--- src/design/rv_pkg.sv ---
// shared types of the RV64I core; imported by every unit and by the top level
package rv_pkg;

  typedef logic [63:0] xlen_t;

  typedef struct packed {
    logic [6:0] funct7;
    logic [4:0] rs2;
    logic [4:0] rs1;
    logic [2:0] funct3;
    logic [4:0] rd;
    logic [6:0] opcode;
  } r_fmt_t;

  typedef struct packed {
    logic [11:0] imm_11_0;
    logic [4:0]  rs1;
    logic [2:0]  funct3;
    logic [4:0]  rd;
    logic [6:0]  opcode;
  } i_fmt_t;

  typedef struct packed {
    logic [6:0] imm_11_5;
    logic [4:0] rs2;
    logic [4:0] rs1;
    logic [2:0] funct3;
    logic [4:0] imm_4_0;
    logic [6:0] opcode;
  } s_fmt_t;

  typedef struct packed {
    logic       imm_12;
    logic [5:0] imm_10_5;
    logic [4:0] rs2;
    logic [4:0] rs1;
    logic [2:0] funct3;
    logic [3:0] imm_4_1;
    logic       imm_11;
    logic [6:0] opcode;
  } b_fmt_t;

  typedef struct packed {
    logic [19:0] imm_31_12;
    logic [4:0]  rd;
    logic [6:0]  opcode;
  } u_fmt_t;

  typedef struct packed {
    logic       imm_20;
    logic [9:0] imm_10_1;
    logic       imm_11;
    logic [7:0] imm_19_12;
    logic [4:0] rd;
    logic [6:0] opcode;
  } j_fmt_t;

  // one instruction word, seen through each encoding format
  typedef union packed {
    r_fmt_t r;
    i_fmt_t i;
    s_fmt_t s;
    b_fmt_t b;
    u_fmt_t u;
    j_fmt_t j;
  } inst_u;

  typedef enum logic [2:0] {
    br_none = 3'b000,  // pc + 4
    br_jal  = 3'b001,  // pc + imm
    br_jalr = 3'b010,  // rs1 + imm, bit 0 cleared
    br_beq  = 3'b100,
    br_bne  = 3'b101,
    br_blt  = 3'b110,  // signedness follows alu_op
    br_bge  = 3'b111
  } branch_e;

  typedef enum logic [3:0] {
    alu_add   = 4'b0000,
    alu_sll   = 4'b0001,
    alu_slt   = 4'b0010,
    alu_passb = 4'b0011,
    alu_xor   = 4'b0100,
    alu_srl   = 4'b0101,
    alu_or    = 4'b0110,
    alu_and   = 4'b0111,
    alu_sub   = 4'b1000,
    alu_sltu  = 4'b1010,
    alu_sra   = 4'b1101
  } alu_op_e;

  // matches the load funct3 encoding
  typedef enum logic [2:0] {
    mem_b  = 3'b000,
    mem_h  = 3'b001,
    mem_w  = 3'b010,
    mem_d  = 3'b011,
    mem_bu = 3'b100,
    mem_hu = 3'b101,
    mem_wu = 3'b110
  } mem_op_e;

  localparam logic       a_src_rs1  = 1'b0;
  localparam logic       a_src_pc   = 1'b1;
  localparam logic [1:0] b_src_rs2  = 2'd0;
  localparam logic [1:0] b_src_imm  = 2'd1;
  localparam logic [1:0] b_src_four = 2'd2;

  typedef struct packed {
    logic       reg_wr;
    logic       a_src;
    logic [1:0] b_src;
    alu_op_e    alu_op;
    logic       mem_to_reg;
    logic       mem_wr;
    mem_op_e    mem_op;
    branch_e    branch;
  } ctrl_t;

  typedef struct packed {
    logic       en;
    logic [4:0] rd;
    xlen_t      data;
  } wb_t;

endpackage
--- src/design/rv_idu.sv ---
// decode unit: turns the fetched word into register indices, immediate and control word
module rv_idu (
  input  rv_pkg::inst_u i_inst,
  output logic [4:0]    o_ra,
  output logic [4:0]    o_rb,
  output logic [4:0]    o_rd,
  output rv_pkg::xlen_t o_imm,
  output rv_pkg::ctrl_t o_ctrl
);

  import rv_pkg::*;

  localparam logic [6:0] op_lui    = 7'b0110111;
  localparam logic [6:0] op_auipc  = 7'b0010111;
  localparam logic [6:0] op_jal    = 7'b1101111;
  localparam logic [6:0] op_jalr   = 7'b1100111;
  localparam logic [6:0] op_branch = 7'b1100011;
  localparam logic [6:0] op_load   = 7'b0000011;
  localparam logic [6:0] op_store  = 7'b0100011;
  localparam logic [6:0] op_imm    = 7'b0010011;
  localparam logic [6:0] op_reg    = 7'b0110011;

  // alt is instruction bit 30; sub exists only in the register form
  function automatic alu_op_e alu_decode(input logic [2:0] funct3, input logic alt,
                                         input logic reg_form);
    alu_op_e op;
    case (funct3)
      3'b000:  op = (alt && reg_form) ? alu_sub : alu_add;
      3'b001:  op = alu_sll;
      3'b010:  op = alu_slt;
      3'b011:  op = alu_sltu;
      3'b100:  op = alu_xor;
      3'b101:  op = alt ? alu_sra : alu_srl;
      3'b110:  op = alu_or;
      default: op = alu_and;
    endcase
    return op;
  endfunction

  xlen_t imm_i;
  xlen_t imm_s;
  xlen_t imm_b;
  xlen_t imm_u;
  xlen_t imm_j;
  ctrl_t ctrl;

  assign imm_i = {{52{i_inst.i.imm_11_0[11]}}, i_inst.i.imm_11_0};
  assign imm_s = {{52{i_inst.s.imm_11_5[6]}}, i_inst.s.imm_11_5, i_inst.s.imm_4_0};
  assign imm_b = {{51{i_inst.b.imm_12}}, i_inst.b.imm_12, i_inst.b.imm_11,
                  i_inst.b.imm_10_5, i_inst.b.imm_4_1, 1'b0};
  assign imm_u = {{32{i_inst.u.imm_31_12[19]}}, i_inst.u.imm_31_12, 12'h000};
  assign imm_j = {{43{i_inst.j.imm_20}}, i_inst.j.imm_20, i_inst.j.imm_19_12,
                  i_inst.j.imm_11, i_inst.j.imm_10_1, 1'b0};

  always_comb begin
    ctrl  = '0; // unknown opcodes fall through as a no-op
    o_imm = '0;
    case (i_inst.r.opcode)
      op_lui: begin
        ctrl.reg_wr = 1'b1;
        ctrl.b_src  = b_src_imm;
        ctrl.alu_op = alu_passb;
        o_imm       = imm_u;
      end
      op_auipc: begin
        ctrl.reg_wr = 1'b1;
        ctrl.a_src  = a_src_pc;
        ctrl.b_src  = b_src_imm;
        o_imm       = imm_u;
      end
      op_jal, op_jalr: begin
        ctrl.reg_wr = 1'b1;
        ctrl.a_src  = a_src_pc;   // link value pc + 4
        ctrl.b_src  = b_src_four;
        ctrl.branch = (i_inst.r.opcode == op_jal) ? br_jal : br_jalr;
        o_imm       = (i_inst.r.opcode == op_jal) ? imm_j : imm_i;
      end
      op_branch: begin
        ctrl.reg_wr = 1'b0;       // rd field carries offset bits
        ctrl.b_src  = b_src_rs2;
        o_imm       = imm_b;
        case (i_inst.b.funct3)
          3'b000: {ctrl.branch, ctrl.alu_op} = {br_beq, alu_sub};
          3'b001: {ctrl.branch, ctrl.alu_op} = {br_bne, alu_sub};
          3'b100: {ctrl.branch, ctrl.alu_op} = {br_blt, alu_slt};
          3'b101: {ctrl.branch, ctrl.alu_op} = {br_bge, alu_slt};
          3'b110: {ctrl.branch, ctrl.alu_op} = {br_blt, alu_sltu};
          3'b111: {ctrl.branch, ctrl.alu_op} = {br_bge, alu_sltu};
          default: ctrl.branch = br_none;
        endcase
      end
      op_load: begin
        ctrl.reg_wr     = 1'b1;
        ctrl.b_src      = b_src_imm;
        ctrl.mem_to_reg = 1'b1;
        ctrl.mem_op     = mem_op_e'(i_inst.i.funct3);
        o_imm           = imm_i;
      end
      op_store: begin
        ctrl.reg_wr = 1'b0;       // rd field carries offset bits
        ctrl.b_src  = b_src_imm;
        ctrl.mem_wr = 1'b1;
        ctrl.mem_op = mem_op_e'(i_inst.s.funct3);
        o_imm       = imm_s;
      end
      op_imm: begin
        ctrl.reg_wr = 1'b1;
        ctrl.b_src  = b_src_imm;
        ctrl.alu_op = alu_decode(i_inst.i.funct3, i_inst.r.funct7[5], 1'b0);
        o_imm       = imm_i;
      end
      op_reg: begin
        ctrl.reg_wr = 1'b1;
        ctrl.b_src  = b_src_rs2;
        ctrl.alu_op = alu_decode(i_inst.r.funct3, i_inst.r.funct7[5], 1'b1);
      end
      default: ctrl = '0;
    endcase
  end

  assign o_ra   = i_inst.r.rs1;
  assign o_rb   = i_inst.r.rs2;
  assign o_rd   = i_inst.r.rd;
  assign o_ctrl = ctrl;
endmodule

--- config.mk ---
export PLATFORM = sky130hd
export DESIGN_NAME = rv_idu
export DESIGN_NICKNAME = d
export VERILOG_FILES = /design/src/design/rv_pkg.sv /design/src/design/rv_idu.sv
export SDC_FILE = /design/constraint.sdc
export NUM_CORES = 1
export LEC_CHECK = 0
export BUFFER_PORTS_ARGS = -buffer_cell sky130_fd_sc_hd__buf_4
export CORE_MARGIN = 2
export CORE_UTILIZATION = 35
export DETAILED_ROUTE_END_ITERATION = 16
export GPL_TIMING_DRIVEN = 0
export PLACE_DENSITY = 0.86
export SYNTH_ARGS = -nofsm -noshare
export SYNTH_HDL_FRONTEND = slang
export SYNTH_SLANG_ARGS = --single-unit
export TNS_END_PERCENT = 100
--- constraint.sdc ---
create_clock -name vclk -period 6
set_clock_uncertainty 0.1 [all_clocks]
set_input_delay 0.9 -clock vclk [all_inputs]
set_output_delay 0.9 -clock vclk [all_outputs]
set_load 0.02 [all_outputs]
* After elaboration in Yosys (flattened, before gate mapping)
Index checks and enable logic that the tools add are counted.
** Word-level totals
- Word-level logic and storage cells :: 46
- Flip-flop bits (word level) :: 0
- Memory bits (read-only) :: 0
- Latch bits :: 0
- Input port bits :: 32
- Output and inout bits :: 95
- Memories :: 0
- Bits in writable memories :: 0
** Operators by class
- Divide/modulo/power cells :: 0
- Shifts and indexed selects :: 0
- Multiplexer cells :: 17
- Multiply operators :: 0
- Order comparisons :: 0
- Bitwise operators :: 0
- Add/sub/neg operators :: 0
- Reductions and logical operators :: 13
- Equality and inequality tests :: 16
** Operator list (number)
- case mux 64 bit (5 select lines) :: 1
- case mux 4 bit (7 select lines) :: 2
- == test 7 x 6 -> 1 bit (second input constant) :: 3
- == test 7 bit (second input constant) :: 3
- 2-to-1 mux 20 bit :: 1
- OR reduction 2 bit :: 9
- case mux 4 bit (4 select lines) :: 1
- == test 7 x 5 -> 1 bit (second input constant) :: 2
- == test 3 bit (second input constant) :: 4
- case mux 3 bit (4 select lines) :: 1
- case mux 4 bit (3 select lines) :: 1
- 2-to-1 mux 4 bit :: 2
- == test 7 x 2 -> 1 bit (second input constant) :: 1
- OR reduction 7 bit :: 1
- == test 3 x 2 -> 1 bit (second input constant) :: 2
- case mux 3 bit (2 select lines) :: 1
- OR reduction 5 bit :: 1
- 2-to-1 mux 1 bit :: 4
- case mux 2 bit (2 select lines) :: 1
- == test 3 x 1 -> 1 bit (second input constant) :: 1
- zero test 3 bit :: 1
- 2-to-1 mux 3 bit :: 1
- OR reduction 3 bit :: 1
- 2-to-1 mux 2 bit :: 1

* Longest topological paths before layout
- Word-level depth :: 4
- Mapped depth :: 8
- Gate-level depth less buffers :: 5

* Worst setup path before layout
No wires, ideal clock.
- Path kind :: input port to output port
- Start point :: input port i_inst[6] (netlist name)
- End point :: output port o_imm[32]
- Setup slack :: 1685 ps
- Arrival time :: 3315 ps
- Cell stages on the path :: 8
- Buffers on the path :: 4
- Cell sequence :: buf_2 nor2_1 and3_1 clkbuf_1 buf_2 nor2_1 nor2_1 buf_4
** Between the ends
- Word-level cells in the longest chain between the ends :: 3
- Elaborated cells on any way between the ends :: 12
** Ends and longest elaborated chain
- start, declared :: line rv_idu.sv:3 : input rv_pkg::inst_u i_inst,
- == test 7 x 5 -> 1 bit, or another cell as far along :: line rv_idu.sv:58 : case (i_inst.r.opcode)
- OR reduction 2 bit (no line)
- case mux 64 bit (5 select lines) * :: line rv_idu.sv:58
- end, declared :: line rv_idu.sv:7 : output rv_pkg::xlen_t o_imm,
Mark *: on every way between the ends. The rest lies on a longest branch, timed or not.

* Final worst setup path
- Start point :: input port i_inst[2] (netlist name)
- End point :: output port o_imm[54]
Same word-level chain as after synthesis.

==> results.toml <==
[logic_synthesis]
syn-cell-area_um2 = 1030
synth.yosys.seq_area_share_pct = 0
post_synth_inst_count = 151
synthesis.nets = 183
syn_area_per_cell_um2 = 6.85
yosysWarnings = 0
ys_types = 34

[critical_path]
crit_required_ns = 5.00
critPathMaxFanout = 30
crit_type = "in -> out"
cp_data_arrival_time_ns = 2.62
crit_path_end_kind = "output port"
crit_path_start = "i_inst[2]"
startpoint_type = "input port"
endpoint = "o_imm[54]"

[placed_design]
pre_cts_ws_ns = 2.38
globalplace.congestion = 0.807
placement.io_buffers = 125
dpl.cell_count = 308
place_hpwl_mm = 3.41

[detailed_routing]
finalWirelength_mm = 3.90
dr.pass1.iters = 4
postRouteAntennaNets = 0
route.detailed.drc = 0
vias = 1434
drtIter0Drc = 25
routedWlPerCell_um = 12.7
vias_per_cell = 4.66

[global_route]
grt_use_total_pct = 20.8
antenna_found_initial = 0
met1_usage_pct = 25.9
first_global_vias = 1211
top_usage_layer = "met2"
overflow = 0
grt_max_degree = 31
met2_usage_pct = 40.1
grt_first_pass_wirelength_mm = 5.82
globalRouteMet3Util_pct = 2.64

[finish]
drive_above_1_share_pct = 67.9
nClkBuffers = 0
stdcell_count = 308
seq_area_um2 = 0
finalNetCount = 311
n_sequential_cell = 0
n_antenna_cell = 0
area_growth_pct = 97.3

[timing]
setup_viol = 0
fmax_ghz = 0.276
final_hold_viol_count = 0
fin_ws_ns = 2.38
rsz0062_at_grt = "false"
setup_tns_ns = 0
max-slew-margin-rel_pct = 63.2
min_period_ns = 3.62
worst_pin_slew_ns = 0.547
period_share_pct = 60.4
slew_viol_final = 0

[worst_hold_path]
hold_class = "in -> out"

[outcome]
status = "finished clean"

[die]
die_x_um = 58.4
die_y_um = 58.4
io_pins = 127
dieArea_um2 = 3410
core-area_um2 = 2780
initial_core_util_pct = 37.2
row_count = 19

[power]
p_leak_nw = 1.33
powerDensity_nw_per_um2 = 50.5
vdd_drop_max_v = 0.0000436

[flow_run]
maxCapViolCount = 0

[clocking]
cts_hold_buf = 0
cts_resized = 0
postCtsSetupBuffers = 0
## layout make-up
type / count / area, µm²
well taps: 31 / 38.8
repair buffers: 126 / 966
fillers: 247 / 739
plain buffers: 56 / 413
inverters: 3 / 11.3
multi-input cells: 92 / 613
## synthesized netlist by cell type (2+ instances only)
master	number	share of area, %
a21oi_1	4	1.9
nand2b_1	2	1.2
o22ai_1	2	1.2
and3_1	3	1.8
buf_4	47	34
o21ai_0	4	1.9
nor3_1	3	1.5
o211ai_1	3	2.2
buf_2	3	1.5
inv_1	3	1.1
nor4_1	2	1.2
o21ai_1	2	0.97
clkbuf_1	3	1.1
buf_6	3	3.3
nor2_1	9	3.3
nand2_1	6	2.2
a21o_1	19	14
nand3_1	5	2.4
a22o_1	5	4.2
and2_1	9	5.4
## cell usage in the layout, fill, tap and decap left out, types with 2 or more instances in the layout
cell / Yosys / layout
and2_1: 9 / 9
a21o_1: 19 / 19
buf_6: 3 / 3
o211ai_1: 3 / 3
nand2_1: 6 / 6
nand3_1: 5 / 5
buf_2: 3 / 3
and3_1: 3 / 3
o21ai_1: 2 / 2
a21oi_1: 4 / 4
o22ai_1: 2 / 2
nor2_2: 1 / 2
inv_1: 3 / 3
o21ai_0: 4 / 4
nand2b_1: 2 / 2
nor4_1: 2 / 2
a22o_1: 5 / 5
buf_4: 47 / 172
nor3_1: 3 / 3
clkbuf_1: 3 / 3
nor2_1: 9 / 8
## power by group
part	internal (mW)	total [mW]	switching [mW]
Clock	0	0	0
Combinational	0.0529	0.103	0.0502
Sequential	0	0	0
## logic make-up (layout without fill, tap and decap cells)
| group | after synthesis | after routing | share of synthesized area, % |
|---|---|---|---|
| compound gates | 43 | 43 | 30.6 |
| simple gates | 46 | 46 | 25.5 |
| mux | 2 | 2 | 2.06 |
| buf+inv | 59 | 185 | 41.0 |
| xor+xnor | 1 | 1 | 0.847 |
## routing by layer
| layer | vias up | share of wire [%] |
|---|---|---|
| li1 | 729 | - |
| met4 | 0 | 0 |
| met2 | 65 | 54 |
| met5 | - | 0 |
| met3 | 0 | 7.5 |
| met1 | 640 | 39 |
## worst min path at each step
stage | slack (ns) | to | cells after the start | start
after detailed placement | 2.00 | o_ra[2] | 3 | i_inst[17]
final | 1.99 | o_ra[2] | 3 | i_inst[17]
after floorplan | 1.81 | o_ra[0] | 1 | i_inst[15]
after global routing | 2.00 | o_rd[1] | 3 | i_inst[8]
after global placement | 1.99 | o_ra[0] | 3 | i_inst[15]
after CTS | 2.00 | o_ra[2] | 3 | i_inst[17]
## through the flow
stage                     total power [mW]  util [%]  area (µm²)  hold slack [ns]
after floorplan                     0.0552         -        1030             1.81
after global placement               0.102      72.3        2010             1.99
after detailed placement             0.104      73.4        2040             2.00
after CTS                            0.104      73.4        2040             2.00
after global routing                 0.110      73.4        2040             2.00
final                                0.103      73.4        2040             1.99
## critical path: stages
cell and delay, ns:
buf_4 0.11, and3_1 0.21, and3_1 0.17, clkbuf_1 0.19, buf_2 0.25, nor2_1 0.08
nor2_2 0.26, buf_16 0.21, buf_4 0.12, buf_4 0.13
Power figures use the tool's default switching activity.
